`config.mk`:
```
export PLATFORM = sky130hd
export DESIGN_NAME = rom_loader
export DESIGN_NICKNAME = d
export VERILOG_FILES = /design/src/elk_load_pkg.sv /design/src/rom_loader.sv
export VERILOG_INCLUDE_DIRS = /design/src
export SDC_FILE = /design/constraint.sdc
export NUM_CORES = 1
export LEC_CHECK = 0
export BUFFER_PORTS_ARGS = -buffer_cell sky130_fd_sc_hd__buf_2
export CAP_MARGIN = 10
export CORE_MARGIN = 2
export CORE_UTILIZATION = 39
export DETAILED_ROUTE_END_ITERATION = 10
export GPL_TIMING_DRIVEN = 0
export PLACE_DENSITY = 0.81
export SLEW_MARGIN = 20
export SYNTH_ARGS = -nofsm -noshare
export SYNTH_HDL_FRONTEND = slang
export SYNTH_SLANG_ARGS = --single-unit
```
`constraint.sdc`:
```
create_clock -name clk_sys -period 6.3 [get_ports clk_sys]
set_input_delay 1.26 -clock clk_sys [delete_from_list [all_inputs] [get_ports clk_sys]]
set_output_delay 1.26 -clock clk_sys [all_outputs]
set_load 0.01 [all_outputs]
```
`src/elk_macros.svh`:
```
`ifndef ELK_MACROS_SVH
`define ELK_MACROS_SVH

////////////////////
// core bus
////////////////////

// core address, 5-bit bank selector over 14-bit offset
`define ELK_ADDR_W 19
// byte wide data everywhere
`define ELK_DATA_W 8
// offset bits inside a 16 KB page
`define ELK_PAGE_W 14

////////////////////
// physical memories
////////////////////

// rom array, 3 page bits + offset
`define ELK_ROM_AW 17
// sideways ram, 3 page bits + offset
`define ELK_RAM_AW 17
`define ELK_ROM_PAGES 7
`define ELK_RAM_PAGES 8

// download host address, wider than any page store
`define ELK_DL_AW 25

`endif
```
`src/elk_load_pkg.sv`:
```
package elk_load_pkg;

	// loader follows dl_active
	typedef enum logic [1:0] {
		LOAD_IDLE,
		LOAD_ACTIVE
	} load_state_t;

	// download index decode
	// index 0 is the rom image, anything else is for someone else
	typedef enum logic [7:0] {
		DL_ROM   = 8'd0,
		DL_OTHER = 8'd1
	} dl_target_t;

endpackage

```
`src/rom_loader.sv`:
```
`timescale 1ns/1ns
`include "elk_macros.svh"

module rom_loader import elk_load_pkg::*; (
	input  logic                   clk_sys,
	input  logic                   rst,
	input  logic                   dl_active,
	input  logic                   dl_wr,
	input  logic [7:0]             dl_index,
	input  logic [`ELK_DL_AW-1:0]  dl_addr,
	input  logic [`ELK_DATA_W-1:0] dl_data,
	output logic                   ld_req,
	output logic [`ELK_ROM_AW-1:0] ld_addr,
	output logic [`ELK_DATA_W-1:0] ld_data
);
	load_state_t state;
	dl_target_t  target;
	// byte accepted this clock
	logic        take;

	// anything but index 0 is not ours
	assign target = (dl_index == DL_ROM) ? DL_ROM : DL_OTHER;
	assign take   = (state == LOAD_ACTIVE) && dl_wr && (target == DL_ROM);

	////////////////////
	// state follows dl_active
	////////////////////
	always_ff @(posedge clk_sys) begin
		if (rst) begin
			state <= LOAD_IDLE;
		end else begin
			case (state)
				LOAD_IDLE:   if (dl_active) state <= LOAD_ACTIVE;
				LOAD_ACTIVE: if (!dl_active) state <= LOAD_IDLE;
				default:     state <= LOAD_IDLE;
			endcase
		end
	end

	// request strobe, one clock per accepted byte
	always_ff @(posedge clk_sys) begin
		if (rst) begin
			ld_req <= 1'b0;
		end else begin
			ld_req <= take;
		end
	end

	// payload, address cut down to rom width
	always_ff @(posedge clk_sys) begin
		if (take) begin
			ld_addr <= dl_addr[`ELK_ROM_AW-1:0];
			ld_data <= dl_data;
		end
	end

endmodule

```
==> results.sh <==
export IMPL_ys_warn_count=0
export IMPL_crit_arrival_ns=2.50
export IMPL_endpoint_kind="flop"
export IMPL_pwr_share_seq_pct=70.5
export IMPL_row_count=16
export IMPL_final_hold_viol_count=0
export IMPL_fin_crit_sh_pct=39.2
export IMPL_r2r_start="state[0]"
export IMPL_worst_slew_pin_slew_ns=0.291
export IMPL_cts_made_buffers=3
export IMPL_drive_gt1_share_pct=69.3
export IMPL_synthAdderAreaFrac_pct=0
export IMPL_htreeDepth=1
export IMPL_initial_utilization_pct=41.9
export IMPL_synth_seq_area_share_pct=94.2
export IMPL_postSynthAreaPerCell_um2=25.4
export IMPL_dr_pass1_iters=2
export IMPL_grt_pass1_wl_mm=2.53
export IMPL_detail_route_wl_per_cell_um=12.7
export IMPL_fp_dieH_um=50.4
export IMPL_grt_max_degree=15
export IMPL_fin_ws_ns=3.83
export IMPL_antenna_cells=0
export IMPL_rr_worst_depth=3
export IMPL_finalInstanceArea_um2=1230
export IMPL_regArea_um2=791
export IMPL_num_io_pins=71
export IMPL_grt_use_total_pct=14.0
export IMPL_antenna_found_initial=0
export IMPL_area_delta_synth_final_pct=46.5
export IMPL_root_buffer="clkbuf_4"
export IMPL_syn_num_nets=78
export IMPL_worstHoldPathType="flop to flop"
export IMPL_power_density_nw_per_um2=226
export IMPL_yosys_top_cells_area="edfxtp_1 89%, dfxtp_1 4.8%, nor4_2 1.5%"
export IMPL_ctsResizeCount=0
export IMPL_swShare_pct=17.6
export IMPL_postLayoutCoreUtil_pct=61.4
export IMPL_yosysTopAreaCell="edfxtp_1"
export IMPL_portBuffers=62
export IMPL_rsz0062_at_grt="false"
export IMPL_synth_area_um2=840
export IMPL_ys_ff_latch=27
export IMPL_yosys_area_share_simple_pct=5.81
export IMPL_hold_buffers=0
export IMPL_gp_congestion=0.628
export IMPL_slew_limit_headroom_pct=80.5
export IMPL_fillers=161
export IMPL_grt_pass1_vias=591
export IMPL_post_cts_repair_setup_buffers=0
export IMPL_startpoint="dl_index[3]"
export IMPL_cp_max_fo=12
export IMPL_cap_violations=0
export IMPL_peakVddDrop_uv=102
export IMPL_multi_input_area_um2=53.8
export IMPL_vias=568
export IMPL_drtIter0Drc=5
export IMPL_synth_top_family_by_area="simple AND/OR/NAND/NOR gates"
export IMPL_synth_mux_area_share_pct=0
export IMPL_insertion_delay_ns=0.30
export IMPL_cts_tree="yes"
export IMPL_r2r_slack_ns=5.00
export IMPL_syn_inst=33
export IMPL_worst_setup_path_type="input port to flop"
export IMPL_finalSetupViolCount=0
export IMPL_die_area_um2=2540
export IMPL_fin_nets=147
export IMPL_drc=0
export IMPL_maxSlewViolCount=0
export IMPL_core_um2=2000
export IMPL_finalWirelength_mm=1.62
export IMPL_synth_distinct_cells=8
export IMPL_power_leakage_nw=0.520
export IMPL_clkPwrFrac_pct=25.2
export IMPL_start_kind="input port"
export IMPL_crit_required_ns=6.32
export IMPL_status="completed"
export IMPL_comb_power_share_pct=4.3
export IMPL_synth_xor_area_share_pct=0
export IMPL_intPower_mw=0.229
export IMPL_grt_remaining_overflow=0
export IMPL_regToRegEndpoint="ld_data[7]"
export IMPL_fmax_ghz=0.405
export IMPL_fin_crit_ns=2.47
export IMPL_post_dp_cell_area_um2=1200
export IMPL_viasPerCell=4.44
export IMPL_ctsLongestPathBuffers=2
export IMPL_numClockSinks=27
export IMPL_die_width_um=50.4
export IMPL_finClkSkew_ns=0.00356
export IMPL_fin_tns_setup_ns=0
export IMPL_synth_top_area_share_pct=89.4
export IMPL_synth_compound_area_share_pct=0
export IMPL_pre_cts_ws_ns=3.47
export IMPL_ant_nets=0
export IMPL_p_sw_mw=0.0490
export IMPL_endpoint="ld_data[7]"
export IMPL_clk_pin_slew_ns=0.13
-- registers in the layout, summed over array words and instances, names as in the netlist --
name	cells
ld_addr	17
ld_data	8
ld_req	1
state	1
-- cells in the final DEF (no fill, tap or decap) --
cell type  synthesis  routed
buf_2              0      62
buf_4              0       2
clkbuf_1           0       1
clkbuf_4           0       3
dfxtp_1            2       2
edfxtp_1          25      25
nand4bb_1          1       1
nor2b_1            1       1
nor3_2             0       1
nor4_2             1       1
or2_2              1       1
or4_1              1       1
-- Yosys cell counts (all sizes together) --
cell / n
dfxtp: 2
edfxtp: 25
nand4bb: 1
nor2b: 1
nor3: 1
nor4: 1
or2: 1
or4: 1
-- routing by layer --
layer / wire length [µm] / share of wire, % / global-route usage (%)
met1: 544 / 34 / 14.1
met4: 25 / 1.5 / 8.11
met2: 827 / 51 / 25.2
met5: 0 / 0 / 0
met3: 223 / 14 / 4.46
-- power by group through the flow --
| stage | combinational [mW] | clock [mW] | sequential (mW) |
|---|---|---|---|
| 2_1_floorplan | 0.00117 | 0 | 0.200 |
| 3_3_place_gp | 0.0111 | 0 | 0.200 |
| 3_5_place_dp | 0.0121 | 0 | 0.200 |
| 4_1_cts | 0.0122 | 0.0725 | 0.196 |
| 5_1_grt | 0.0133 | 0.0786 | 0.196 |
| 6_report | 0.0120 | 0.0700 | 0.196 |
-- stage by stage --
step | hold WS (ns) | power (mW) | std cells
after CTS | 0.552 | 0.281 | 128
final | 0.544 | 0.278 | 128
after global routing | 0.577 | 0.288 | 128
after detailed placement | 0.529 | 0.212 | 124
after floorplan | 0.477 | 0.201 | 33
after global placement | 0.507 | 0.211 | 122
-- final cells by class --
type | count | share of cell area, %
clock buffers | 4 | 2.14
multi-input cells | 6 | 4.37
repair buffers | 64 | 26.4
flip-flops and latches | 27 | 64.3
well taps | 27 | 2.75
-- critical path, cell delays in order --
cell,delay (ns)
buf_2,0.09
or4_1,0.57
nor3_2,0.31
buf_4,0.26
-- worst min-delay path by stage --
stage,cells past startpoint,start,to
final,2,state[0],ld_req
after global routing,2,state[0],ld_req
after CTS,2,state[0],ld_req
after detailed placement,2,state[0],ld_req
after global placement,2,state[0],ld_req
after floorplan,2,state[0],ld_req
-- kinds of logic after synthesis --
family,Yosys count
DFF,27
and+or+nand+nor,6
Power figures use the tool's default switching activity.
