--- config.mk ---
export PLATFORM = sky130hd
export DESIGN_NAME = rom_arbiter
export DESIGN_NICKNAME = d
export VERILOG_FILES = /design/src/rom_arbiter.sv
export VERILOG_INCLUDE_DIRS = /design/src
export SDC_FILE = /design/constraint.sdc
export NUM_CORES = 1
export LEC_CHECK = 0
export BUFFER_PORTS_ARGS = -buffer_cell sky130_fd_sc_hd__buf_4
export CAP_MARGIN = 10
export CORE_MARGIN = 8
export CORE_UTILIZATION = 25
export DETAILED_ROUTE_END_ITERATION = 7
export PLACE_DENSITY = 0.89
export SYNTH_ARGS = -nofsm -noshare
export SYNTH_HDL_FRONTEND = slang
export SYNTH_SLANG_ARGS = --single-unit
export TNS_END_PERCENT = 100
--- constraint.sdc ---
create_clock -name vclk -period 0.8
set_input_delay 0.08 -clock vclk [all_inputs]
set_output_delay 0.08 -clock vclk [all_outputs]
set_load 0.02 [all_outputs]
--- src/elk_macros.svh ---
`ifndef ELK_MACROS_SVH
`define ELK_MACROS_SVH

////////////////////
// core bus
////////////////////

// core address, 5-bit bank selector over 14-bit offset
`define ELK_ADDR_W 19
// byte wide data everywhere
`define ELK_DATA_W 8
// offset bits inside a 16 KB page
`define ELK_PAGE_W 14

////////////////////
// physical memories
////////////////////

// rom array, 3 page bits + offset
`define ELK_ROM_AW 17
// sideways ram, 3 page bits + offset
`define ELK_RAM_AW 17
`define ELK_ROM_PAGES 7
`define ELK_RAM_PAGES 8

// download host address, wider than any page store
`define ELK_DL_AW 25

`endif
--- src/rom_arbiter.sv ---
`timescale 1ns/1ns
`include "elk_macros.svh"

module rom_arbiter (
	input  logic                   core_reset,
	input  logic                   ld_req,
	input  logic [`ELK_ROM_AW-1:0] ld_addr,
	input  logic [`ELK_DATA_W-1:0] ld_data,
	input  logic [`ELK_ROM_AW-1:0] rom_rd_addr,
	output logic [`ELK_ROM_AW-1:0] rom_a,
	output logic [`ELK_DATA_W-1:0] rom_d,
	output logic                   rom_we
);

	////////////////////
	// rom ownership
	////////////////////

	// two requesters on one single-port array
	// loader while the core is held in reset
	// core port otherwise, read only
	always_comb begin
		if (core_reset) begin
			// loader drives address and write
			rom_a  = ld_addr;
			rom_we = ld_req;
		end else begin
			// core read address, loader requests are lost
			rom_a  = rom_rd_addr;
			rom_we = 1'b0;
		end
	end

	// only the loader ever writes the rom
	// core writes to rom selectors never reach here
	assign rom_d = ld_data;

	// no stall path back to either side
	// the loader only gets the array during core reset
	// and the core is not running then

endmodule

==> flow_summary.yaml, run 1 <==
pwr:
  p_sw_uw: 178
  total_leakage_power_uw: 0.000393
  seqPwrFrac: 0
  irDropWorstVdd_mv: 0.281
  internal_power_uw: 301
  pwr-share-clk: 0
  powerDensity_nw_per_um2: 678
  combPwrFrac: 1.000
  netSwitchingFraction: 0.371
place:
  pre_cts_slack_ns: -0.161
  dp.cells: 87
  place_area_um2: 657
  gp_congestion: 0.652
  port_buffers: 54
final_layout:
  finalInstanceArea_um2: 706
  final.fill_count: 117
  nClkBuffers: 0
  antennaDiodeCount: 0
  area_delta_synth_final_pct: 118
  fin_nets: 119
  design.seq.count: 0
  drive_above_1_share: 1.00
  final-instance-count-excl-fill: 88
  final_util: 0.563
  seqCellArea_um2: 0
critical_path:
  worstPathCellList: "clkbuf_16 > mux2_4 > buf_4"
  cp_num_buf_inv: 2
  worstPathMaxFanout: 9
  worst_ep_arrival_time_ns: 0.68
  required_ns: 0.72
  crit_type: "in -> out"
  critPathSlowestCell: "mux2_4"
  crit_path_start_kind: "input pin"
  cp_top_family: "buffers and inverters"
  cp-end-kind: "output pin"
  max_stage_delay_ns: 0.29
global_routing:
  grt_pass1_vias: 450
  grt_first_pass_wirelength_um: 1900
  grt_use_total: 0.0869
  antenna_found_initial: 0
  grt-ovfl-total: 0
  grt_max_degree: 19
floorplan:
  start_util: 0.259
  coreArea_um2: 1250
  die_w_um: 52.0
  std_cell_rows: 13
  io_pins: 70
  die_area_um2: 2700
  dieHeight_um: 52.0
min_path:
  min_to: "rom_d[0]"
  hp-class: "in -> out"
  holdCritStartpoint: "ld_data[0]"
  worst_hold_path.num_cells: 0
timing:
  setup-violations-final: 0
  fmax_mhz: 1320
  min_period_over_period: 0.946
  fin_setup_tns_ns: 0
  worstMarginPinSlew_ns: 0.0709
  rsz0062_at_grt: "false"
  hold_viol: 0
  slew_headroom: 0.953
  final_max_slew_viol_count: 0
  min_period_ns: 0.757
  fin_ws_ns: 0.0435
route:
  drtIter0Drc: 0
  first_pass_iters: 1
  drc: 0
  routed_wl_um: 1350
  vias_per_cell: 4.39
  ant_nets: 0
  vias: 386
  wire_per_inst_um: 15.4
flow_run:
  cap_viol_max_count: 0
synthesis:
  yosysUniqueCellTypes: 6
  seq_area_frac_synth: 0
  synthesis.nets: 72
  avgSynthCellArea_um2: 11.6
  ys_warn_count: 0
  netlist_area_um2: 324
  synthCells: 28
clock_network:
  post_cts_buffers: 0
  cts_hold_buf: 0
outcome:
  status: "completed"
==> power groups by stage <==
stage          Combinational (uW)  Clock (uW)  Sequential [uW]
2_1_floorplan                 287           0                0
3_3_place_gp                  450           0                0
3_5_place_dp                  459           0                0
4_1_cts                       473           0                0
5_1_grt                       505           0                0
6_report                      478           0                0
==> through the flow <==
stage               hold slack [ns]  total power [uW]
floorplan                     0.273               287
global placement              0.160               450
detailed placement            0.160               459
CTS                           0.160               473
global route                  0.160               505
finish                        0.160               478
==> how the worst max path moves through the flow <==
stage                     from        end  slack [ns]  cells past startpoint
global placement    core_reset   rom_a[5]       -0.13                      3
finish              core_reset   rom_a[6]        0.04                      3
CTS                 core_reset  rom_a[14]      -0.002                      3
floorplan           core_reset  rom_a[10]        0.05                      3
detailed placement  core_reset   rom_a[3]       -0.16                      3
global route        core_reset   rom_a[6]        0.03                      3
==> cells in the final DEF, fill, tap and decap left out <==
cell type	n
and2_2	1
buf_4	53
mux2_4	10
buf_16	1
mux2_2	7
clkbuf_16	1
==> routing by layer <==
layer,track usage,wire (um)
met2,0.162,679
met1,0.0704,378
met4,0,0
met5,0,0
met3,0.0769,295
==> area by class of cell <==
cell class	count	area, um2	share of cell area
multi-input cells	18	236	0.335
well taps	15	18.8	0.0266
repair buffers	55	450	0.638
==> Yosys cell counts <==
cell type / n / share of area
mux2_4: 9 / 0.42
buf_4: 8 / 0.19
mux2_2: 8 / 0.28
and2_2: 1 / 0.023
buf_12: 1 / 0.062
buf_6: 1 / 0.035
==> what timing repair did <==
item	4_1_cts	5_1_grt
cloned	0	1
endpoints found under the setup margin	17	7
gates resized for setup	5	0
==> kinds of logic after synthesis <==
logic type             count (synthesis)  share of synthesized area
buffers and inverters                 10                      0.282
muxes                                 17                      0.695
and+or+nand+nor                        1                     0.0232
Note: power is estimated with default switching activity, not from simulation.
==> run 2, diff against run 1 <==
--- a/config.mk
+++ b/config.mk
@@ -11,7 +11,7 @@
 export CORE_MARGIN = 8
 export CORE_UTILIZATION = 25
 export DETAILED_ROUTE_END_ITERATION = 7
-export PLACE_DENSITY = 0.89
+export PLACE_DENSITY_LB_ADDON = 0.12
 export SYNTH_ARGS = -nofsm -noshare
 export SYNTH_HDL_FRONTEND = slang
 export SYNTH_SLANG_ARGS = --single-unit
==> flow_summary.yaml, run 2 (synthesis results as in run 1) <==
route:
  wire_per_inst_um: 17.2
  routed_wl_um: 1550
  ant_nets: 0
  vias: 376
  vias_per_cell: 4.18
  first_pass_iters: 1
  drtIter0Drc: 0
  drc: 0
pwr:
  total_leakage_power_uw: 0.000449
  irDropWorstVdd_mv: 0.342
  powerDensity_nw_per_um2: 695
outcome:
  violations: "setup timing"
  status: "finished with violations"
global_routing:
  grt_pass1_vias: 424
  grt_use_total: 0.0994
  grt_first_pass_wirelength_um: 2130
  grt-ovfl-total: 0
  grt_max_degree: 7
  antenna_found_initial: 0
timing:
  setup-violations-final: 15
  min_period_ns: 0.846
  slew_headroom: 0.959
  worstMarginPinSlew_ns: 0.0616
  final_max_slew_viol_count: 0
  hold_viol: 0
  rsz0062_at_grt: "true"
  fmax_mhz: 1180
  min_period_over_period: 1.06
  fin_ws_ns: -0.0465
  fin_setup_tns_ns: -0.511
floorplan:
  start_util: 0.259
  die_area_um2: 2700
  std_cell_rows: 13
  dieHeight_um: 52.0
  die_w_um: 52.0
  coreArea_um2: 1250
  io_pins: 70
final_layout:
  final_cell_mix: "38 x buf_4, 15 x mux2_4, 15 x buf_6, 3 x buf_12, 2 x mux2_2"
  antennaDiodeCount: 0
  drive_above_1_share: 1.00
  finalInstanceArea_um2: 816
  final_common_cell: "buf_4"
  fin_nets: 121
  area_delta_synth_final_pct: 152
  nClkBuffers: 0
  design.seq.count: 0
  seqCellArea_um2: 0
critical_path:
  worst_ep_arrival_time_ns: 0.77
  crit_path_start_kind: "input pin"
  cp-end-kind: "output pin"
  worstPathMaxFanout: 6
  required_ns: 0.72
  crit_type: "in -> out"
clock_network:
  cts_hold_buf: 0
min_path:
  hp-class: "in -> out"
flow_run:
  cap_viol_max_count: 0
place:
  place_area_um2: 697
  port_buffers: 54
  gp_congestion: 0.696
  pre_cts_slack_ns: -0.107
run 2: cell count changes in the layout (fill, tap and decap cells not counted):
cell	before	now
buf_12	0	3
mux2_4	10	15
clkbuf_16	1	0
mux2_2	7	2
buf_4	53	38
buf_6	0	15
run 2: final timing paths:
| kind | start | end | slack [ns] | cells after the start |
|---|---|---|---|---|
| hold / removal | ld_data[4] | rom_d[4] | 0.16 | 0 |
| setup / recovery | core_reset | rom_a[1] | -0.05 | 4 |
run 2: layer usage:
| layer | vias up | global-route usage | wire length [um] |
|---|---|---|---|
| met5 | - | 0 | 0 |
| met1 | 160 | 0.0880 | 496 |
| met3 | 2 | 0.0370 | 203 |
| met4 | 0 | 0.0133 | 6 |
| li1 | 185 | - | - |
| met2 | 29 | 0.206 | 841 |
run 2: area by class of cell:
cell class | instances | area, um2
repair buffers | 57 | 542
fillers | 107 | 437
well taps | 15 | 18.8
multi-input cells | 18 | 255
run 2: repair_timing:
action	4_1_cts	5_1_grt
setup endpoints to repair	15	15
resized for setup	20	5
gates cloned	1	0
setup buffers	0	0
run 2: report_power, final:
group | leakage [uW] | switching (uW) | internal, uW
registers | 0 | 0 | 0
logic | 0.000449 | 200 | 367
clock network | 0 | 0 | 0
total | 0.000449 | 200 | 367
run 2: critical path, cell delays in order:
cell    delay (ns)
buf_12        0.12
buf_12        0.13
mux2_4        0.30
buf_6         0.13
run 2: stage by stage:
stage	instances	total power [uW]	hold WS (ns)	utilization
after floorplan	28	287	0.273	-
after global placement	89	479	0.160	0.556
after detailed placement	89	482	0.160	0.556
after CTS	90	558	0.160	0.636
after global routing	90	595	0.160	0.651
final	90	567	0.160	0.651
==> run 3, diff against run 2 <==
--- a/config.mk
+++ b/config.mk
@@ -9,8 +9,9 @@
 export BUFFER_PORTS_ARGS = -buffer_cell sky130_fd_sc_hd__buf_4
 export CAP_MARGIN = 10
 export CORE_MARGIN = 8
-export CORE_UTILIZATION = 25
+export CORE_UTILIZATION = 23
 export DETAILED_ROUTE_END_ITERATION = 7
+export MAX_ROUTING_LAYER = met4
 export PLACE_DENSITY_LB_ADDON = 0.12
 export SYNTH_ARGS = -nofsm -noshare
 export SYNTH_HDL_FRONTEND = slang
==> flow_summary.yaml, run 3 (synthesis results as in run 1) <==
outcome:
  status: "completed"
floorplan:
  io_pins: 70
  start_util: 0.249
  dieHeight_um: 53.5
  die_area_um2: 2870
  die_w_um: 53.5
  coreArea_um2: 1300
  std_cell_rows: 13
clock_network:
  post_cts_buffers: 0
  cts_hold_buf: 0
timing:
  fmax_mhz: 1310
  fin_setup_tns_ns: 0
  slew_headroom: 0.951
  setup-violations-final: 0
  min_period_ns: 0.764
  hold_viol: 0
  rsz0062_at_grt: "false"
  final_max_slew_viol_count: 0
  worstMarginPinSlew_ns: 0.0729
  min_period_over_period: 0.955
critical_path:
  worst_ep_arrival_time_ns: 0.68
  cp-end-kind: "output pin"
  crit_type: "in -> out"
  critPathSlowestCell: "mux2_2"
  max_stage_delay_ns: 0.34
  cp_top_family: "multiplexers"
  required_ns: 0.72
  worstPathCellList: "buf_16 > mux2_2 > buf_4"
  worstPathMaxFanout: 9
  crit_path_start_kind: "input pin"
  cp_num_buf_inv: 2
final_layout:
  seqCellArea_um2: 0
  final-instance-count-excl-fill: 88
  area_delta_synth_final_pct: 120
  final_common_cell: "buf_4"
  fin_nets: 119
  final_util: 0.548
  design.seq.count: 0
  finalInstanceArea_um2: 713
  nClkBuffers: 0
  antennaDiodeCount: 0
  drive_above_1_share: 1.00
  final_cell_mix: "50 x buf_4, 9 x mux2_4, 8 x mux2_2, 3 x buf_6"
pwr:
  total_leakage_power_uw: 0.000392
  irDropWorstVdd_mv: 0.372
  powerDensity_nw_per_um2: 685
  totalPowerFinal_uw: 489
global_routing:
  use_met1: 0.0823
  grt-ovfl-total: 0
  met3_usage: 0.0331
  grt_use_total: 0.0950
  grt_pass1_vias: 411
  grtUsageMet2: 0.186
  grt_first_pass_wirelength_um: 2050
  grt_max_degree: 19
  antenna_found_initial: 0
  top_usage_layer: "met2"
route:
  ant_nets: 0
  drc: 0
  routed_wl_um: 1530
  wire_per_inst_um: 17.4
  drtIter0Drc: 4
  vias: 388
  first_pass_iters: 4
  vias_per_cell: 4.41
flow_run:
  cap_viol_max_count: 0
place:
  place_area_um2: 657
  gp_congestion: 0.727
  dp.cells: 87
  port_buffers: 54
min_path:
  hp-class: "in -> out"
## run 3: cell count changes in the layout (fill, tap and decap cells not counted)
cell / before / now
buf_12: 3 / 0
buf_4: 38 / 50
buf_6: 15 / 3
clkbuf_16: 0 / 1
mux2_2: 2 / 8
mux2_4: 15 / 9
## run 3: path summary, 6_finish.rpt
path	from	endpoint	slack, ns	depth (start not counted)
max	core_reset	rom_a[2]	0.04	3
min	ld_data[7]	rom_d[7]	0.16	0
## run 3: per-layer routing
metal  up-vias  share of wire
li1        181              -
met1       173           0.30
met2        26           0.51
met3         8           0.16
met4         0          0.026
met5         -              0
## run 3: timing repair
action,in CTS,in global routing
cloned,0,1
endpoints found under the setup margin,17,7
pin swaps,0,0
resized for setup,7,0
## run 3: through the flow
stage	setup WS, ns	hold slack [ns]
final	0.0359	0.160
after global routing	0.0226	0.160
after CTS	-0.0135	0.160
after detailed placement	-0.157	0.160
after global placement	-0.160	0.160
after floorplan	0.0518	0.273
## run 3: layout make-up
class / count / area (um2)
Timing Repair Buffer: 55 / 462
Multi-Input combinational cell: 18 / 233
Tap cell: 15 / 18.8
Fill cell: 126 / 588
## run 3: power breakdown
part	total (uW)	internal (uW)	switching, uW
registers	0	0	0
clock network	0	0	0
logic	489	306	183
total	489	306	183
