==> src/elk_macros.svh <==
`ifndef ELK_MACROS_SVH
`define ELK_MACROS_SVH

////////////////////
// core bus
////////////////////

// core address, 5-bit bank selector over 14-bit offset
`define ELK_ADDR_W 19
// byte wide data everywhere
`define ELK_DATA_W 8
// offset bits inside a 16 KB page
`define ELK_PAGE_W 14

////////////////////
// physical memories
////////////////////

// rom array, 3 page bits + offset
`define ELK_ROM_AW 17
// sideways ram, 3 page bits + offset
`define ELK_RAM_AW 17
`define ELK_ROM_PAGES 7
`define ELK_RAM_PAGES 8

// download host address, wider than any page store
`define ELK_DL_AW 25

`endif
==> src/elk_bus_pkg.sv <==
package elk_bus_pkg;

	////////////////////
	// decode result
	////////////////////

	// what the current core address points at
	typedef enum logic [1:0] {
		BANK_NONE,
		BANK_ROM,
		BANK_RAM
	} bank_kind_t;

	////////////////////
	// core bus cycle
	////////////////////

	// idle also covers a strobe held low past its first clock
	typedef enum logic [1:0] {
		OP_IDLE,
		OP_READ,
		OP_WRITE
	} bus_op_t;

endpackage

==> src/cpu_bus_port.sv <==
`timescale 1ns/1ns
`include "elk_macros.svh"

module cpu_bus_port import elk_bus_pkg::*; (
	input  logic                   clk_sys,
	input  logic                   rst,
	input  logic                   core_reset,
	input  logic [`ELK_ADDR_W-1:0] addr,
	input  logic                   we_n,
	input  logic [`ELK_DATA_W-1:0] wdata,
	input  bank_kind_t             kind,
	input  logic [`ELK_ROM_AW-1:0] rom_addr,
	input  logic [`ELK_RAM_AW-1:0] ram_addr,
	input  logic [`ELK_DATA_W-1:0] rom_q,
	input  logic [`ELK_DATA_W-1:0] ram_q,
	output logic [`ELK_DATA_W-1:0] rdata,
	output logic [`ELK_ROM_AW-1:0] rom_rd_addr,
	output logic                   ram_we,
	output logic [`ELK_RAM_AW-1:0] ram_a,
	output logic [`ELK_DATA_W-1:0] ram_d
);
	// strobe seen on the previous clock
	logic       we_n_q;
	// what the previous address pointed at
	bank_kind_t kind_q;
	bus_op_t    op;

	////////////////////
	// cycle type
	////////////////////
	always_comb begin
		if (we_n) begin
			op = OP_READ;
		end else if (we_n_q) begin
			// first low clock of the strobe
			op = OP_WRITE;
		end else begin
			// strobe still low, already written
			op = OP_IDLE;
		end
	end

	// one ram write per strobe, rom and unmapped writes dropped
	assign ram_we = (op == OP_WRITE) && (kind == BANK_RAM);
	assign ram_d  = wdata;

	// page from the decoder, offset straight from the core
	assign ram_a       = {ram_addr[`ELK_RAM_AW-1:`ELK_PAGE_W], addr[`ELK_PAGE_W-1:0]};
	assign rom_rd_addr = {rom_addr[`ELK_ROM_AW-1:`ELK_PAGE_W], addr[`ELK_PAGE_W-1:0]};

	always_ff @(posedge clk_sys) begin
		if (rst) begin
			we_n_q <= 1'b1;
			kind_q <= BANK_NONE;
		end else begin
			we_n_q <= we_n;
			// rom belongs to the loader during core reset, so read nothing
			kind_q <= core_reset ? BANK_NONE : kind;
		end
	end

	////////////////////
	// read data steering
	////////////////////
	always_comb begin
		case (kind_q)
			BANK_ROM: rdata = rom_q;
			BANK_RAM: rdata = ram_q;
			default:  rdata = '0;
		endcase
	end

endmodule

==> config.mk <==
export PLATFORM = sky130hd
export DESIGN_NAME = cpu_bus_port
export DESIGN_NICKNAME = d
export VERILOG_FILES = /design/src/elk_bus_pkg.sv /design/src/cpu_bus_port.sv
export VERILOG_INCLUDE_DIRS = /design/src
export SDC_FILE = /design/constraint.sdc
export NUM_CORES = 1
export LEC_CHECK = 0
export ABC_AREA = 1
export BUFFER_PORTS_ARGS = -buffer_cell sky130_fd_sc_hd__buf_2
export CAP_MARGIN = 10
export CORE_MARGIN = 10
export CORE_UTILIZATION = 26
export CTS_BUF_LIST = sky130_fd_sc_hd__clkbuf_8
export CTS_CLUSTER_DIAMETER = 60
export DETAILED_ROUTE_END_ITERATION = 8
export GPL_ROUTABILITY_DRIVEN = 0
export PLACE_DENSITY = 0.88
export SKIP_LAST_GASP = 1
export SYNTH_ARGS = -nofsm -noshare
export SYNTH_HDL_FRONTEND = slang
export SYNTH_SLANG_ARGS = --single-unit
==> constraint.sdc <==
create_clock -name clk_sys -period 3.15 [get_ports clk_sys]
set_clock_uncertainty 0.15 [all_clocks]
set_input_delay 0.4725 -clock clk_sys [delete_from_list [all_inputs] [get_ports clk_sys]]
set_output_delay 0.4725 -clock clk_sys [all_outputs]
set_load 0.005 [all_outputs]
==> run_results.csv, run 1 <==
group,metric,value,unit
clocking,cts_setup_buffers,0,
status,status,"completed",
placed_design,port_buffers,30,
finish,stdcell_count,98,
setup_path,crit_family,"adder cells",
timing,relSlewSlack,0.738,
clocking,cts_root_buffer,"clkbuf_8",
floorplan,die_w,68.0,µm
global_route,met1_usage,0.0442,
global_route,top_usage_layer,"met2",
floorplan,die-area,4630,µm²
clocking,cts_tree,"done",
timing,fmax,0.501,GHz
drt,wl,1500,µm
setup_path,crit_chain,"inv_1 > ha_1 > a21oi_2 > buf_2",
synth,syn_nets,166,
setup_path,critPathLaunchType,"flop",
pwr,p_leak,0.228,nW
clocking,clkSlewWorstSetupHoldPaths,30,ps
pwr,combinationalPowerShare,0.174,
setup_path,crit_fanout,8,
setup_path,arrival,1370,ps
placed_design,place_inst,94,
pwr,swShare,0.224,
pwr,vdd_ir_drop_max,164,µV
drt,dr_total_vias,401,
finish,final_core_util,0.222,
floorplan,initial_utilization,0.271,
global_route,grt_use_met2,0.0756,
setup_path,cp_slowest_cell,"ha_1",
synth,synthDistinctLibCells,12,
drt,drc,0,
worst_hold_path,hold_start,"core_reset",
global_route,grt_pass1_vias,415,
timing,hold_viol,0,
clocking,cts_buffers,3,
drt,routed_via_density,4.09,
pwr,p_switching,0.0399,mW
placed_design,place_ws,1360,ps
worst_hold_path,hold_end,"kind_q[0]",
floorplan,pin_count,134,
global_route,antenna_found_initial,0,
finish,nets,156,
setup_path,critPathBufInv,2,
pwr,power.density,364,nW/µm²
global_route,overflow,0,
worst_hold_path,holdPathStages,2,
global_route,grt_first_pass_wirelength,1980,µm
clocking,cts_resized,0,
pwr,p_int,0.139,mW
floorplan,row_count,17,
drt,drt_iter0_markers,5,
global_route,met3_usage,0.0571,
setup_path,crit_path_max_incr_delay,450,ps
setup_path,worstSetupEndpointType,"output pin",
placed_design,dp_hpwl,1330,µm
drt,postRouteAntennaNets,0,
synth,synth-seq-area-share,0.100,
finish,n_antenna_cell,0,
timing,fin_crit,1990,ps
clocking,clock_path_buffers,2,
synth,synth-seq-cells,3,
timing,layout_setup_ws,1160,ps
pwr,p_total,0.178,mW
timing,setup_viol,0,
job,maxCapViolCount,0,
drt,wl_per_cell,15.3,µm
timing,finalCritPeriodShare,0.633,
setup_path,criticalPathCategory,"flop to output pin",
pwr,p_clk_frac,0.596,
synth,syn_avg_cell_area,7.40,µm²
worst_hold_path,hp-class,"input pin to flop",
setup_path,cp.required,2530,ps
finish,syn_to_final_growth,-18.2,%
synth,netlist_instances,81,
global_route,grt_max_degree,9,
drt,first_pass_iters,3,
pwr,seqPwrFrac,0.230,
synth,syn_area,599,µm²
clocking,cts_hold_buffers,0,
floorplan,coreArea,2210,µm²
clocking,clock-sinks,3,
timing,setup-tns-final,0,ps
finish,drive_gt1_frac,0.629,
floorplan,die_height,68.0,µm
clocking,ctsHtreeMaxLevel,1,
synth,yosys_warnings,0,
timing,tightest_slew,393,ps
global_route,track_usage,0.0558,
timing,finalMaxSlewViolations,0,
timing,rsz0062_at_grt,"no",
==> synthesized netlist by cell type <==
library cell	n	area share
buf_4	43	0.54
nand2_1	14	0.088
a21oi_2	8	0.12
dfxtp_1	3	0.10
nand2_2	3	0.031
ha_1	2	0.042
inv_1	2	0.013
nor3b_1	2	0.025
buf_2	1	0.0083
buf_6	1	0.019
nor3_1	1	0.0083
or2_1	1	0.010
==> how the worst max path moves through the flow <==
stage / start / endpoint / slack (ps) / cells past startpoint
after detailed placement: kind_q[0] / rdata[6] / 1360 / 4
after global placement: kind_q[0] / rdata[6] / 1360 / 4
final: kind_q[0] / rdata[6] / 1160 / 4
after CTS: kind_q[0] / rdata[6] / 1130 / 4
after floorplan: kind_q[0] / rdata[0] / 1620 / 4
after global routing: kind_q[1] / rdata[6] / 1070 / 5
==> registers in the layout, summed over array words and instances, names as in the netlist <==
register,count
kind_q,2
we_n_q,1
==> power groups by stage <==
stage	combinational [mW]	clock [mW]	sequential, mW
final	0.0311	0.106	0.0410
after floorplan	0.0581	0	0.0410
after global routing	0.0354	0.116	0.0411
after CTS	0.0316	0.109	0.0410
after global placement	0.0311	0	0.0414
after detailed placement	0.0314	0	0.0415
==> layer usage <==
metal	up-vias	wire (µm)	share of wire
li1	185	-	-
met3	14	416	0.28
met1	156	407	0.27
met5	-	0	0
met2	46	593	0.40
met4	0	77	0.052
==> metrics by stage <==
step | instance area, µm² | hold WS [ps]
after detailed placement | 445 | 502
after CTS | 490 | 281
after global placement | 445 | 504
after global routing | 490 | 290
final | 490 | 285
after floorplan | 599 | 398
==> cell families after synthesis <==
kind of cell,share of synthesized area
AO/OA/AOI/OAI,0.117
buffers and inverters,0.578
AND/OR/NAND/NOR,0.163
adder cells (fa/ha/maj),0.0417
flip-flops,0.100
==> final cells by class <==
| cell class | instances | area, µm² |
|---|---|---|
| Multi-Input combinational cell | 31 | 193 |
| Inverter | 2 | 7.51 |
| Tap cell | 28 | 35.0 |
| Sequential cell | 3 | 60.1 |
| Clock buffer | 3 | 41.3 |
| Fill cell | 251 | 1720 |
| Clock inverter | 1 | 3.75 |
| Timing Repair Buffer | 30 | 150 |
==> layout by cell type (no fill, tap or decap) <==
cell type | netlist | routed
or2_1 | 1 | 1
nand2_1 | 14 | 14
nand2_2 | 3 | 3
inv_1 | 2 | 3
nor3b_1 | 2 | 2
clkbuf_8 | 0 | 3
a21oi_2 | 8 | 8
buf_2 | 1 | 30
dfxtp_1 | 3 | 3
ha_1 | 2 | 2
nor3_1 | 1 | 1
No activity file was read; power rests on OpenSTA's default activity.
==> run 2: changes to the inputs <==
--- a/config.mk
+++ b/config.mk
@@ -10,12 +10,12 @@
 export BUFFER_PORTS_ARGS = -buffer_cell sky130_fd_sc_hd__buf_2
 export CAP_MARGIN = 10
 export CORE_MARGIN = 10
-export CORE_UTILIZATION = 26
+export CORE_UTILIZATION = 24
 export CTS_BUF_LIST = sky130_fd_sc_hd__clkbuf_8
 export CTS_CLUSTER_DIAMETER = 60
 export DETAILED_ROUTE_END_ITERATION = 8
 export GPL_ROUTABILITY_DRIVEN = 0
-export PLACE_DENSITY = 0.88
+export PLACE_DENSITY = 0.82
 export SKIP_LAST_GASP = 1
 export SYNTH_ARGS = -nofsm -noshare
 export SYNTH_HDL_FRONTEND = slang
==> constraint.sdc (replaced) <==
create_clock -name clk_sys -period 2.1 [get_ports clk_sys]
set_clock_uncertainty 0.15 [all_clocks]
set_input_delay 0.315 -clock clk_sys [delete_from_list [all_inputs] [get_ports clk_sys]]
set_output_delay 0.315 -clock clk_sys [all_outputs]
set_load 0.005 [all_outputs]
==> run_results.csv, run 2 (same netlist as run 1, synthesis figures left out) <==
group,metric,value,unit
status,status,"completed",
timing,rsz0062_at_grt,"no",
timing,relSlewSlack,0.739,
clocking,cts_resized,0,
timing,hold_viol,0,
finish,final_core_util,0.203,
drt,first_pass_iters,2,
setup_path,criticalPathCategory,"flop to output pin",
finish,drive_gt1_frac,0.629,
floorplan,die_w,70.0,µm
finish,nets,156,
floorplan,row_count,18,
setup_path,worstSetupEndpointType,"output pin",
floorplan,coreArea,2430,µm²
drt,postRouteAntennaNets,0,
timing,fmax,0.557,GHz
pwr,p_total,0.269,mW
placed_design,place_area,448,µm²
timing,tightest_slew,391,ps
global_route,overflow,0,
drt,drt_iter0_markers,4,
clocking,ctsHtreeMaxLevel,1,
setup_path,cp_slowest_cell,"ha_1",
pwr,vdd_ir_drop_max,432,µV
finish,fin_area,493,µm²
finish,n_antenna_cell,0,
clocking,clkSlewWorstSetupHoldPaths,30,ps
drt,wl_per_cell,16.1,µm
global_route,antenna_found_initial,0,
finish,most-common-layout-cells,"buf_2, nand2_1, a21oi_2",
timing,setup_viol,0,
setup_path,crit_path_max_incr_delay,440,ps
finish,largest_register,"kind_q",
drt,drc,0,
timing,fin_crit,1790,ps
clocking,cts_buffers,3,
pwr,power.density,546,nW/µm²
pwr,p_leak,0.228,nW
global_route,grt_first_pass_wirelength,2530,µm
floorplan,die_height,70.0,µm
timing,finalCritPeriodShare,0.855,
setup_path,crit_path_end,"rdata[1]",
drt,wl,1610,µm
clocking,cts_tree,"done",
finish,syn_to_final_growth,-17.7,%
clocking,clock_path_buffers,2,
setup_path,crit_fanout,8,
finish,top_regs,"kind_q: 2 flops, we_n_q: 1 flops",
setup_path,cp-startpoint,"kind_q[0]",
clocking,cts_setup_buffers,0,
global_route,grt_pass1_vias,499,
finish,largest_register_ffs,2,
drt,dr_total_vias,428,
floorplan,die-area,4900,µm²
timing,setup-tns-final,0,ps
setup_path,crit_chain,"inv_1 > ha_1 > a21oi_2 > buf_2",
job,maxCapViolCount,0,
drt,routed_via_density,4.28,
clocking,cts_root_buffer,"clkbuf_8",
placed_design,port_buffers,30,
finish,layout_commonest_cell,"buf_2",
setup_path,cp.required,1630,ps
global_route,track_usage,0.0650,
global_route,grt_max_degree,9,
setup_path,arrival,1330,ps
setup_path,critPathLaunchType,"flop",
worst_hold_path,hp-class,"input pin to flop",
timing,finalMaxSlewViolations,0,
floorplan,pin_count,134,
clocking,cts_hold_buffers,0,
floorplan,initial_utilization,0.246,
clocking,clock-sinks,3,
==> run 2: cell counts in the layout (fill, tap and decap cells not counted) <==
No cell type changed its count.
==> run 2: final cells by class <==
| class | instances | area, µm² |
|---|---|---|
| sequential | 3 | 60.1 |
| clock inverter | 1 | 3.75 |
| inverter | 2 | 7.51 |
| fill | 286 | 1940 |
| multi-input combinational | 31 | 193 |
| timing repair buffer | 30 | 150 |
| tap | 30 | 37.5 |
| clock buffer | 3 | 41.3 |
==> run 2: critical path, delay by kind of cell, from the launching register on <==
family | cells | cell delay [ps]
buf+inv | 2 | 190
compound gates | 1 | 160
fa+ha+maj | 1 | 440
flops | 1 | 330
==> run 2: through the flow <==
step	instances	hold slack, ps	worst slack, ps
2_1_floorplan	81	240	723
3_3_place_gp	96	347	535
3_5_place_dp	96	355	510
4_1_cts	100	134	280
5_1_grt	100	140	196
6_report	100	139	305
==> run 2: worst min-delay path by stage <==
stage          startpoint        end  cells after the start
2_1_floorplan  core_reset  kind_q[0]                      1
3_3_place_gp   core_reset  kind_q[1]                      2
3_5_place_dp   core_reset  kind_q[1]                      2
4_1_cts        core_reset  kind_q[1]                      2
5_1_grt        core_reset  kind_q[1]                      2
6_report       core_reset  kind_q[1]                      2
==> run 2: power by group <==
group          internal [mW]  switching [mW]  total, mW
Combinational         0.0236          0.0232     0.0468
Clock                  0.124          0.0369      0.161
Sequential            0.0600         0.00109     0.0611
Total                  0.208          0.0612      0.269
==> run 2: per-layer routing <==
metal / wire length (µm) / vias to the layer above / GRT usage
met5: 0 / - / 0
met2: 527 / 44 / 0.0775
met4: 240 / 0 / 0.107
met1: 457 / 165 / 0.0438
met3: 386 / 33 / 0.0664
li1: - / 186 / -
