==> src/elk_macros.svh <==
`ifndef ELK_MACROS_SVH
`define ELK_MACROS_SVH

////////////////////
// core bus
////////////////////

// core address, 5-bit bank selector over 14-bit offset
`define ELK_ADDR_W 19
// byte wide data everywhere
`define ELK_DATA_W 8
// offset bits inside a 16 KB page
`define ELK_PAGE_W 14

////////////////////
// physical memories
////////////////////

// rom array, 3 page bits + offset
`define ELK_ROM_AW 17
// sideways ram, 3 page bits + offset
`define ELK_RAM_AW 17
`define ELK_ROM_PAGES 7
`define ELK_RAM_PAGES 8

// download host address, wider than any page store
`define ELK_DL_AW 25

`endif
==> src/elk_bus_pkg.sv <==
package elk_bus_pkg;

	////////////////////
	// decode result
	////////////////////

	// what the current core address points at
	typedef enum logic [1:0] {
		BANK_NONE,
		BANK_ROM,
		BANK_RAM
	} bank_kind_t;

	////////////////////
	// core bus cycle
	////////////////////

	// idle also covers a strobe held low past its first clock
	typedef enum logic [1:0] {
		OP_IDLE,
		OP_READ,
		OP_WRITE
	} bus_op_t;

endpackage

==> src/bank_decoder.sv <==
`timescale 1ns/1ns
`include "elk_macros.svh"

module bank_decoder import elk_bus_pkg::*; (
	input  logic [`ELK_ADDR_W-1:0] addr,
	output bank_kind_t             kind,
	output logic [`ELK_ROM_AW-1:0] rom_addr,
	output logic [`ELK_RAM_AW-1:0] ram_addr
);
	localparam int SEL_W    = `ELK_ADDR_W - `ELK_PAGE_W;
	localparam int ROM_PG_W = `ELK_ROM_AW - `ELK_PAGE_W;
	localparam int RAM_PG_W = `ELK_RAM_AW - `ELK_PAGE_W;

	// bank selector and page offset
	logic [SEL_W-1:0]       sel;
	logic [`ELK_PAGE_W-1:0] offs;
	logic [ROM_PG_W-1:0]    rom_pg;
	logic                   rom_hit;
	logic                   ram_hit;

	assign sel  = addr[`ELK_ADDR_W-1:`ELK_PAGE_W];
	assign offs = addr[`ELK_PAGE_W-1:0];

	// ram lives at 1_00_xx and 1_01_xx, page is the low three bits
	assign ram_hit = sel[SEL_W-1] & ~sel[SEL_W-2];

	////////////////////
	// rom page table
	////////////////////
	always_comb begin
		rom_hit = 1'b1;
		case (sel)
			5'b0_01_00: rom_pg = ROM_PG_W'(0);
			// os image appears twice
			5'b0_10_00,
			5'b0_10_01: rom_pg = ROM_PG_W'(1);
			// basic also aliased
			5'b0_10_10,
			5'b0_10_11: rom_pg = ROM_PG_W'(2);
			5'b0_11_00: rom_pg = ROM_PG_W'(3);
			5'b0_11_01: rom_pg = ROM_PG_W'(4);
			5'b0_11_10: rom_pg = ROM_PG_W'(5);
			5'b0_11_11: rom_pg = ROM_PG_W'(6);
			default: begin
				rom_pg  = '0;
				rom_hit = 1'b0;
			end
		endcase
	end

	// ram wins, selectors never overlap anyway
	assign kind = ram_hit ? BANK_RAM : (rom_hit ? BANK_ROM : BANK_NONE);

	// physical addresses, only meaningful for the matching kind
	assign rom_addr = {rom_pg, offs};
	assign ram_addr = {sel[RAM_PG_W-1:0], offs};

endmodule

==> config.mk <==
export PLATFORM = sky130hd
export DESIGN_NAME = bank_decoder
export DESIGN_NICKNAME = d
export VERILOG_FILES = /design/src/elk_bus_pkg.sv /design/src/bank_decoder.sv
export VERILOG_INCLUDE_DIRS = /design/src
export SDC_FILE = /design/constraint.sdc
export NUM_CORES = 1
export LEC_CHECK = 0
export ABC_AREA = 1
export BUFFER_PORTS_ARGS = -buffer_cell sky130_fd_sc_hd__buf_2
export CAP_MARGIN = 25
export CORE_AREA = 2 2 39 41
export DETAILED_ROUTE_END_ITERATION = 6
export DIE_AREA = 0 0 41 43
export GPL_TIMING_DRIVEN = 0
export PLACE_DENSITY = 0.78
export SYNTH_ARGS = -nofsm -noshare
export SYNTH_HDL_FRONTEND = slang
export SYNTH_SLANG_ARGS = --single-unit
==> constraint.sdc <==
create_clock -name vclk -period 0.8
set_clock_uncertainty 0.1 [all_clocks]
set_input_delay 0.08 -clock vclk [all_inputs]
set_output_delay 0.08 -clock vclk [all_outputs]
set_load 0.005 [all_outputs]
==> impl_results.md, run 1 <==
- Status: complete, no violations
- DR WL/cell: 7.30 um
- Reg area: 0 um2
- Final Hold Fails: 0
- Post-layout min period: 767 ps
- Fraction of layout cells with a size suffix above 1: 83.9%
- Max cap viols: 0
- # setup viols final: 0
- Drt first pass iters: 2
- Gpl congestion: 0.527
- Layout fillers: 150
- Largest net degree at the start of global routing: 8
- First-pass GRT wire length: 1.04 mm
- Post-cts resize count: 0
- Area contributors post-synth: buf_4 (73%), nand2_1 (5.7%), nand3_1 (4.5%)
- Worst setup SP type: input port
- Fin cells: 109
- Total die area: 1760 um2
- Placed Cells: 109
- Setup TNS: 0 ps
- Post-Syn Area: 330 um2
- Post-DP HPWL: 747 um
- Post-layout util: 40.3%
- CP required: 620 ps
- Worst-path maximum fanout: 5
- Core box area: 1380 um2
- Critical path endpoint category: output port
- DR vias: 419
- # clk buffers: 0
- Floorplan row count: 14
- P&R area growth vs syn: 68.9%
- Worst Hold Endpoint: rom_addr[0]
- Initial Util: 23.9%
- Vias per inst: 3.84
- RSZ-0062 raised after global routing: true
- 1st-iter DRT viols: 2
- Final WL: 796 um
- Slew headroom: 88.9%
- Hold Crit Start: addr[0]
- Hold buffers post-CTS: 0
- Avg Inst Size Synth: 6.35 um2
- Die height: 43 um
- Routed Antenna Nets: 0
- Final Net Count: 114
- I/O pins: 55
- Port bufs: 41
- Vias in the first global route: 337
- # DRC: 0
- Peak supply drop: 121 uV
- Fin crit share: 95.8%
- Hold path depth: 2
- Post-CTS Setup Bufs: 0
- Top-area cell type share of the netlist area: 72.7%
- Total track usage: 7.79%
- HP Class: in -> out
- Largest area contributor in the netlist: buf_4
- Fmax: 1.30 GHz
- Antenna violations before repair: 0
- GR Overflow Total: 0
- Synth warn: 0
- Slew at the pin closest to its max-slew limit: 167 ps
- Yosys cell types: 9
- Seq_cells: 0
- Pwr per Cell Area: 486 nW/um2
- Pwr Total: 271 uW
- Synthesized netlist cell count: 52
- Static leakage: 0.000377 uW
- CP Class: in -> out
- Syn nets: 71
- Pins Over Slew Limit: 0
- WP data arrival: 590 ps
- Die width: 41 um
- Ant. Diodes: 0
- Post-synthesis sequential area ratio: 0%
metrics by stage:
stage | area (um2) | hold slack [ps] | setup WS (ps)
floorplan | 330 | 141 | 279
global placement | 556 | 227 | 34.8
detailed placement | 556 | 226 | 19.2
CTS | 556 | 226 | 19.2
global route | 558 | 230 | -7.80
finish | 558 | 225 | 33.4
cells in the mapped netlist:
master and number:
nor2_1 3, inv_1 4, a21oi_1 1, nand3_1 3, a21oi_2 1, nor2_2 2, buf_4 32, inv_2 1
nand2_1 5
cell usage in the layout, fill, tap and decap left out, drive strengths merged:
cell	synthesis	layout
nor2	5	5
nand3	3	3
inv	5	5
buf	32	73
a21oi	2	2
nand2	5	5
cell families (layout without fill, tap and decap cells):
| logic type | count (synthesis) | after routing | synth area share [%] |
|---|---|---|---|
| buf+inv | 37 | 78 | 78.4 |
| compound gates | 2 | 2 | 4.17 |
| simple gates | 13 | 13 | 17.4 |
worst max-delay path, cell delays in order:
cell and delay (ps):
buf_2 120, nor2_1 140, nand3_1 90, nand2_1 60, buf_2 100
power by group:
| part | leakage [uW] | switching, uW | internal (uW) | total (uW) |
|---|---|---|---|---|
| clock | 0 | 0 | 0 | 0 |
| combinational | 0.000377 | 92.7 | 179 | 271 |
| sequential | 0 | 0 | 0 | 0 |
| total | 0.000377 | 92.7 | 179 | 271 |
how the worst max path moves through the flow:
stage,start,to,slack [ps],cells past startpoint
CTS,addr[18],rom_addr[14],20,5
global placement,addr[18],rom_addr[14],30,5
finish,addr[15],kind[0],30,5
floorplan,addr[18],rom_addr[14],280,3
detailed placement,addr[18],rom_addr[14],20,5
global route,addr[15],kind[0],-8,5
final cells by class:
class              instances  area [um2]  area share [%]
inverters                  5        18.8            3.36
well taps                 16        20.0            3.59
multi-input cells         15        71.3            12.8
repair buffers            41         208            37.2
plain buffers             32         240            43.0
layer usage:
layer / global-route usage, % / part of all wire [%] / vias to the layer above
li1: - / - / 207
met1: 4.11 / 26 / 174
met2: 20.3 / 56 / 38
met3: 0 / 18 / 0
met4: 0 / 0 / 0
met5: 0 / 0 / -
No activity file was read; power rests on OpenSTA's default activity.
==> run 2, diff against run 1 <==
--- a/config.mk
+++ b/config.mk
@@ -8,3 +8,2 @@
 export LEC_CHECK = 0
-export ABC_AREA = 1
 export BUFFER_PORTS_ARGS = -buffer_cell sky130_fd_sc_hd__buf_2
@@ -15,3 +14,3 @@
 export GPL_TIMING_DRIVEN = 0
-export PLACE_DENSITY = 0.78
+export PLACE_DENSITY = 0.77
 export SYNTH_ARGS = -nofsm -noshare
==> constraint.sdc (replaced) <==
create_clock -name vclk -period 0.8
set_clock_uncertainty 0.1 [all_clocks]
set_input_delay 0.16 -clock vclk [all_inputs]
set_output_delay 0.16 -clock vclk [all_outputs]
set_load 0.005 [all_outputs]
==> run 2 against run 1 <==
Compared with the run above: via count is 13% lower; sequential share of layout area stayed put; synthesized area is 6.8% lower; die area stayed put; the run now ends with setup timing left; count of clock-buffer cells in the layout stayed put; largest power group unchanged; power is 8.5% higher; critical endpoint is now rom_addr[15]; largest cell class unchanged; cell count is 8.3% lower; synthesized cell count is 17% lower; routed wire length is 2.3% higher.
==> impl_results.md, run 2 <==
- Fmax: 0.954 GHz
- Total track usage: 8.49%
- Total die area: 1760 um2
- Most common cell after layout, fill and taps aside: buf_2
- 1st-iter DRT viols: 0
- Port bufs: 41
- DR vias: 365
- Synth warn: 0
- Fraction of layout cells with a size suffix above 1: 94.0%
- Met3 Use GR: 0%
- # clk buffers: 0
- Post-synthesis sequential area ratio: 0%
- Core box area: 1380 um2
- Final instance area: 598 um2
- Post-layout min period: 1050 ps
- M1 GR Usage: 6.33%
- Syn nets: 62
- Dpl cell area: 533 um2
- Avg Inst Size Synth: 7.16 um2
- Worst setup SP type: input port
- Combinational power share: 100.0%
- Vias in the first global route: 339
- Ant. Diodes: 0
- Final worst slack: -248 ps
- Reg power frac: 0%
- Final Net Count: 105
- Final WL: 814 um
- Drt first pass iters: 1
- # DRC: 0
- P&R area growth vs syn: 94.3%
- Gpl congestion: 0.584
- CP required: 540 ps
- Yosys cell types: 9
- Reg area: 0 um2
- Placed Cells: 100
- RSZ-0062 raised after global routing: true
- First-pass GRT wire length: 1.14 mm
- Hold buffers post-CTS: 0
- Hold path depth: 2
- Most frequent cells in the layout: buf_2 (35), buf_4 (32), buf_6 (5)
- Largest net degree at the start of global routing: 5
- Pins Over Slew Limit: 0
- Most frequent cell after synthesis: buf_4
- Status: finished with violations
- Initial Util: 22.2%
- Peak supply drop: 164 uV
- Final Hold Fails: 0
- DR WL/cell: 8.14 um
- GR Overflow Total: 0
- Top-area cell type share of the netlist area: 78.0%
- Area contributors post-synth: buf_4 (78%), nor2_1 (4.9%), o21ba_2 (3.3%)
- Vias per inst: 3.65
- Critical path endpoint category: output port
- Antenna violations before repair: 0
- Pwr Total: 294 uW
- CP Class: in -> out
- Slew at the pin closest to its max-slew limit: 179 ps
- Die height: 43 um
- Seq_cells: 0
- Post-Syn Area: 308 um2
- Synthesized netlist cell count: 43
- Int Pwr: 206 uW
- Synth top cells by count: buf_4 (32), nor2_1 (4)
- Sw power: 88.0 uW
- Routed Antenna Nets: 0
- Floorplan row count: 14
- Grt peak-use layer: met2
- HP Class: in -> out
- Failing checks: setup timing
- Fin cells: 100
- I/O pins: 55
- Slew headroom: 88.0%
- WP data arrival: 790 ps
- Fin crit share: 131%
- Worst-path maximum fanout: 3
- Static leakage: 0.000368 uW
- # setup viols final: 5
- Largest area contributor in the netlist: buf_4
- Pwr per Cell Area: 492 nW/um2
- Max cap viols: 0
- Clk pwr share: 0%
- Die width: 41 um
- Met2 Use GR: 20.3%
- Sw Ratio: 29.9%
-- run 2: critical path: stages --
cell and delay, ps:
buf_6 70, and2b_2 230, xnor2_1 160, nor2_1 50
buf_2 120
-- run 2: final timing paths --
check	start	endpoint	slack, ps
min	addr[3]	rom_addr[3]	390
max	addr[14]	rom_addr[15]	-250
-- run 2: what timing repair did --
action,in CTS,in global routing
buffers inserted,2,0
endpoints found under the setup margin,5,7
pin swaps,3,2
gates resized for setup,11,2
-- run 2: kinds of logic (layout without fill, tap and decap cells) --
kind of cell           Yosys count  after routing  share of synthesized area (%)
AO/OA/AOI/OAI                    2              2                           4.88
XOR/XNOR                         1              1                           2.85
AND/OR/NAND/NOR                  8              8                           14.2
buffers and inverters           32             73                           78.0
-- run 2: metal layers --
layer  share of wire, %  wire length [um]
met2                 61               494
met4                  0                 0
met3                 12                97
met1                 27               222
met5                  0                 0
-- run 2: power by group through the flow --
stage          clock, uW  sequential, uW  combinational (uW)
6_report               0               0                 294
5_1_grt                0               0                 321
4_1_cts                0               0                 295
3_5_place_dp           0               0                 262
3_3_place_gp           0               0                 256
2_1_floorplan          0               0                 155
-- run 2: cell type report --
cell class / instances / area [um2]
timing repair buffer: 43 / 262
tap: 16 / 20.0
multi-input combinational: 11 / 91.3
fill: 140 / 786
buffer: 30 / 225
-- run 2: per-stage QoR --
step	hold WS, ps	utilization, %	setup WS [ps]	TNS [ps]
after floorplan	251	-	-43.3	-77.7
after global placement	386	38.5	-268	-924
after detailed placement	387	38.5	-277	-972
after CTS	387	43.1	-251	-913
after global routing	389	43.2	-303	-1090
final	385	43.2	-248	-893
==> run 3, diff against run 2 <==
--- a/config.mk
+++ b/config.mk
@@ -10,7 +10,8 @@
 export CAP_MARGIN = 25
-export CORE_AREA = 2 2 39 41
+export CORE_AREA = 3 3 40 42
 export DETAILED_ROUTE_END_ITERATION = 6
-export DIE_AREA = 0 0 41 43
+export DIE_AREA = 0 0 43 45
 export GPL_TIMING_DRIVEN = 0
 export PLACE_DENSITY = 0.77
+export SLEW_MARGIN = 5
 export SYNTH_ARGS = -nofsm -noshare
==> constraint.sdc (replaced) <==
create_clock -name vclk -period 0.8
set_clock_uncertainty 0.1 [all_clocks]
set_input_delay 0.04 -clock vclk [all_inputs]
set_output_delay 0.04 -clock vclk [all_outputs]
set_load 0.005 [all_outputs]
==> run 3 against run 2 <==
Compared with the run above: the run still ends with setup timing left; maximum frequency increased by 31%; routed wire length increased by 8.5%; first-iteration DRC count unchanged; cell count did not move; die area increased by 9.8%; setup slack better by 250 ps; largest cell class unchanged; largest power group unchanged.
==> impl_results.md, run 3 (same netlist as run 2, synthesis figures left out) <==
- Post-Place Worst Slack: -33.9 ps
- 1st-iter DRT viols: 0
- Max cap viols: 0
- GR Overflow Total: 0
- P&R area growth vs syn: 89.4%
- # DRC: 0
- First-pass GRT wire length: 1.17 mm
- # clk buffers: 0
- Vias in the first global route: 304
- HP Class: in -> out
- Combinational power share: 100.0%
- Port bufs: 41
- Slew at the pin closest to its max-slew limit: 169 ps
- Worst setup SP type: input port
- Reg power frac: 0%
- Layout fillers: 138
- Routed Antenna Nets: 0
- Crit-path slowest cell: and2b_2
- Final WL: 883 um
- Worst path depth: 5
- DR WL/cell: 8.83 um
- Fmax: 1.25 GHz
- Int Pwr: 200 uW
- Post-layout util: 45.4%
- # setup viols final: 1
- Total track usage: 7.38%
- Vias per inst: 3.70
- Post-layout min period: 803 ps
- Fin crit share: 100%
- Most frequent cells in the layout: buf_2 (38), buf_4 (33), nor2_1 (3)
- Sw power: 88.6 uW
- Worst-path maximum fanout: 3
- Ant. Diodes: 0
- Critical path's largest stage delay: 230 ps
- Gpl congestion: 0.583
- Crit path max-delay family: simple AND/OR/NAND/NOR gates
- CP required: 660 ps
- Hold Crit Start: addr[8]
- Most common cell after layout, fill and taps aside: buf_2
- Antenna violations before repair: 0
- Die height: 45 um
- Initial Util: 24.0%
- Critical path endpoint category: output port
- Reg area: 0 um2
- Fin cells: 100
- Floorplan row count: 13
- WP buf/inv: 2
- Die width: 43 um
- WP data arrival: 660 ps
- Drt first pass iters: 1
- Total die area: 1940 um2
- Peak supply drop: 180 uV
- Core box area: 1280 um2
- Dpl cell area: 532 um2
- Status: finished with violations
- Pwr Total: 288 uW
- Static leakage: 0.000366 uW
- Largest net degree at the start of global routing: 5
- Crit path launch: addr[14]
- Post-DP HPWL: 759 um
- Sw Ratio: 30.7%
- Slew headroom: 88.7%
- Hold buffers post-CTS: 0
- Seq_cells: 0
- Multi-input gate area: 88.8 um2
- Fraction of layout cells with a size suffix above 1: 92.9%
- Final instance area: 583 um2
- Placed Cells: 99
- I/O pins: 55
- Final worst slack: -2.70 ps
- Pins Over Slew Limit: 0
- Final Net Count: 106
- Final Hold Fails: 0
- Clk pwr share: 0%
- Failing checks: setup timing
- Worst-path cell chain: buf_6 > and2b_2 > xnor2_1 > nor2_1 > buf_2
- RSZ-0062 raised after global routing: true
- CP Class: in -> out
- Pwr per Cell Area: 494 nW/um2
- Hold path depth: 2
- DR vias: 370
==> run 3: cell count changes in the layout (fill, tap and decap cells not counted) <==
cell / delta
nor2b_2: -1
buf_4: +1
buf_6: -3
nor2b_1: +1
buf_2: +3
==> run 3: final cells by class <==
cell class	instances	share of cell area, %
well taps	15	3.22
multi-input cells	11	15.2
plain buffers	32	41.2
repair buffers	42	40.3
==> run 3: routing by layer <==
metal	part of all wire [%]	routed length, um	track usage (%)	up-vias
met5	0	0	0	-
met4	0	0	0	0
met3	15	133	0.797	0
met1	28	243	7.38	156
met2	57	506	16.8	30
li1	-	-	-	184
==> run 3: path summary, 6_finish.rpt <==
check and end:
max rom_addr[15], min rom_addr[8]
==> run 3: what timing repair did <==
item,CTS,global route
cloned,0,0
pin swaps,3,1
setup endpoints to repair,2,3
endpoints found under the hold margin,0,0
gates resized for setup,6,3
setup buffers,1,0
==> run 3: power by group through the flow <==
| stage | registers, uW | clock network, uW | logic, uW |
|---|---|---|---|
| global route | 0 | 0 | 310 |
| floorplan | 0 | 0 | 155 |
| CTS | 0 | 0 | 283 |
| finish | 0 | 0 | 288 |
| detailed placement | 0 | 0 | 264 |
| global placement | 0 | 0 | 259 |
==> run 3: stage by stage <==
stage | hold slack [ps] | TNS (ps)
final | 146 | -2.70
after global routing | 150 | -57.5
after CTS | 148 | -17.7
after detailed placement | 146 | -51.8
after global placement | 147 | -25.5
after floorplan | 11.1 | 0
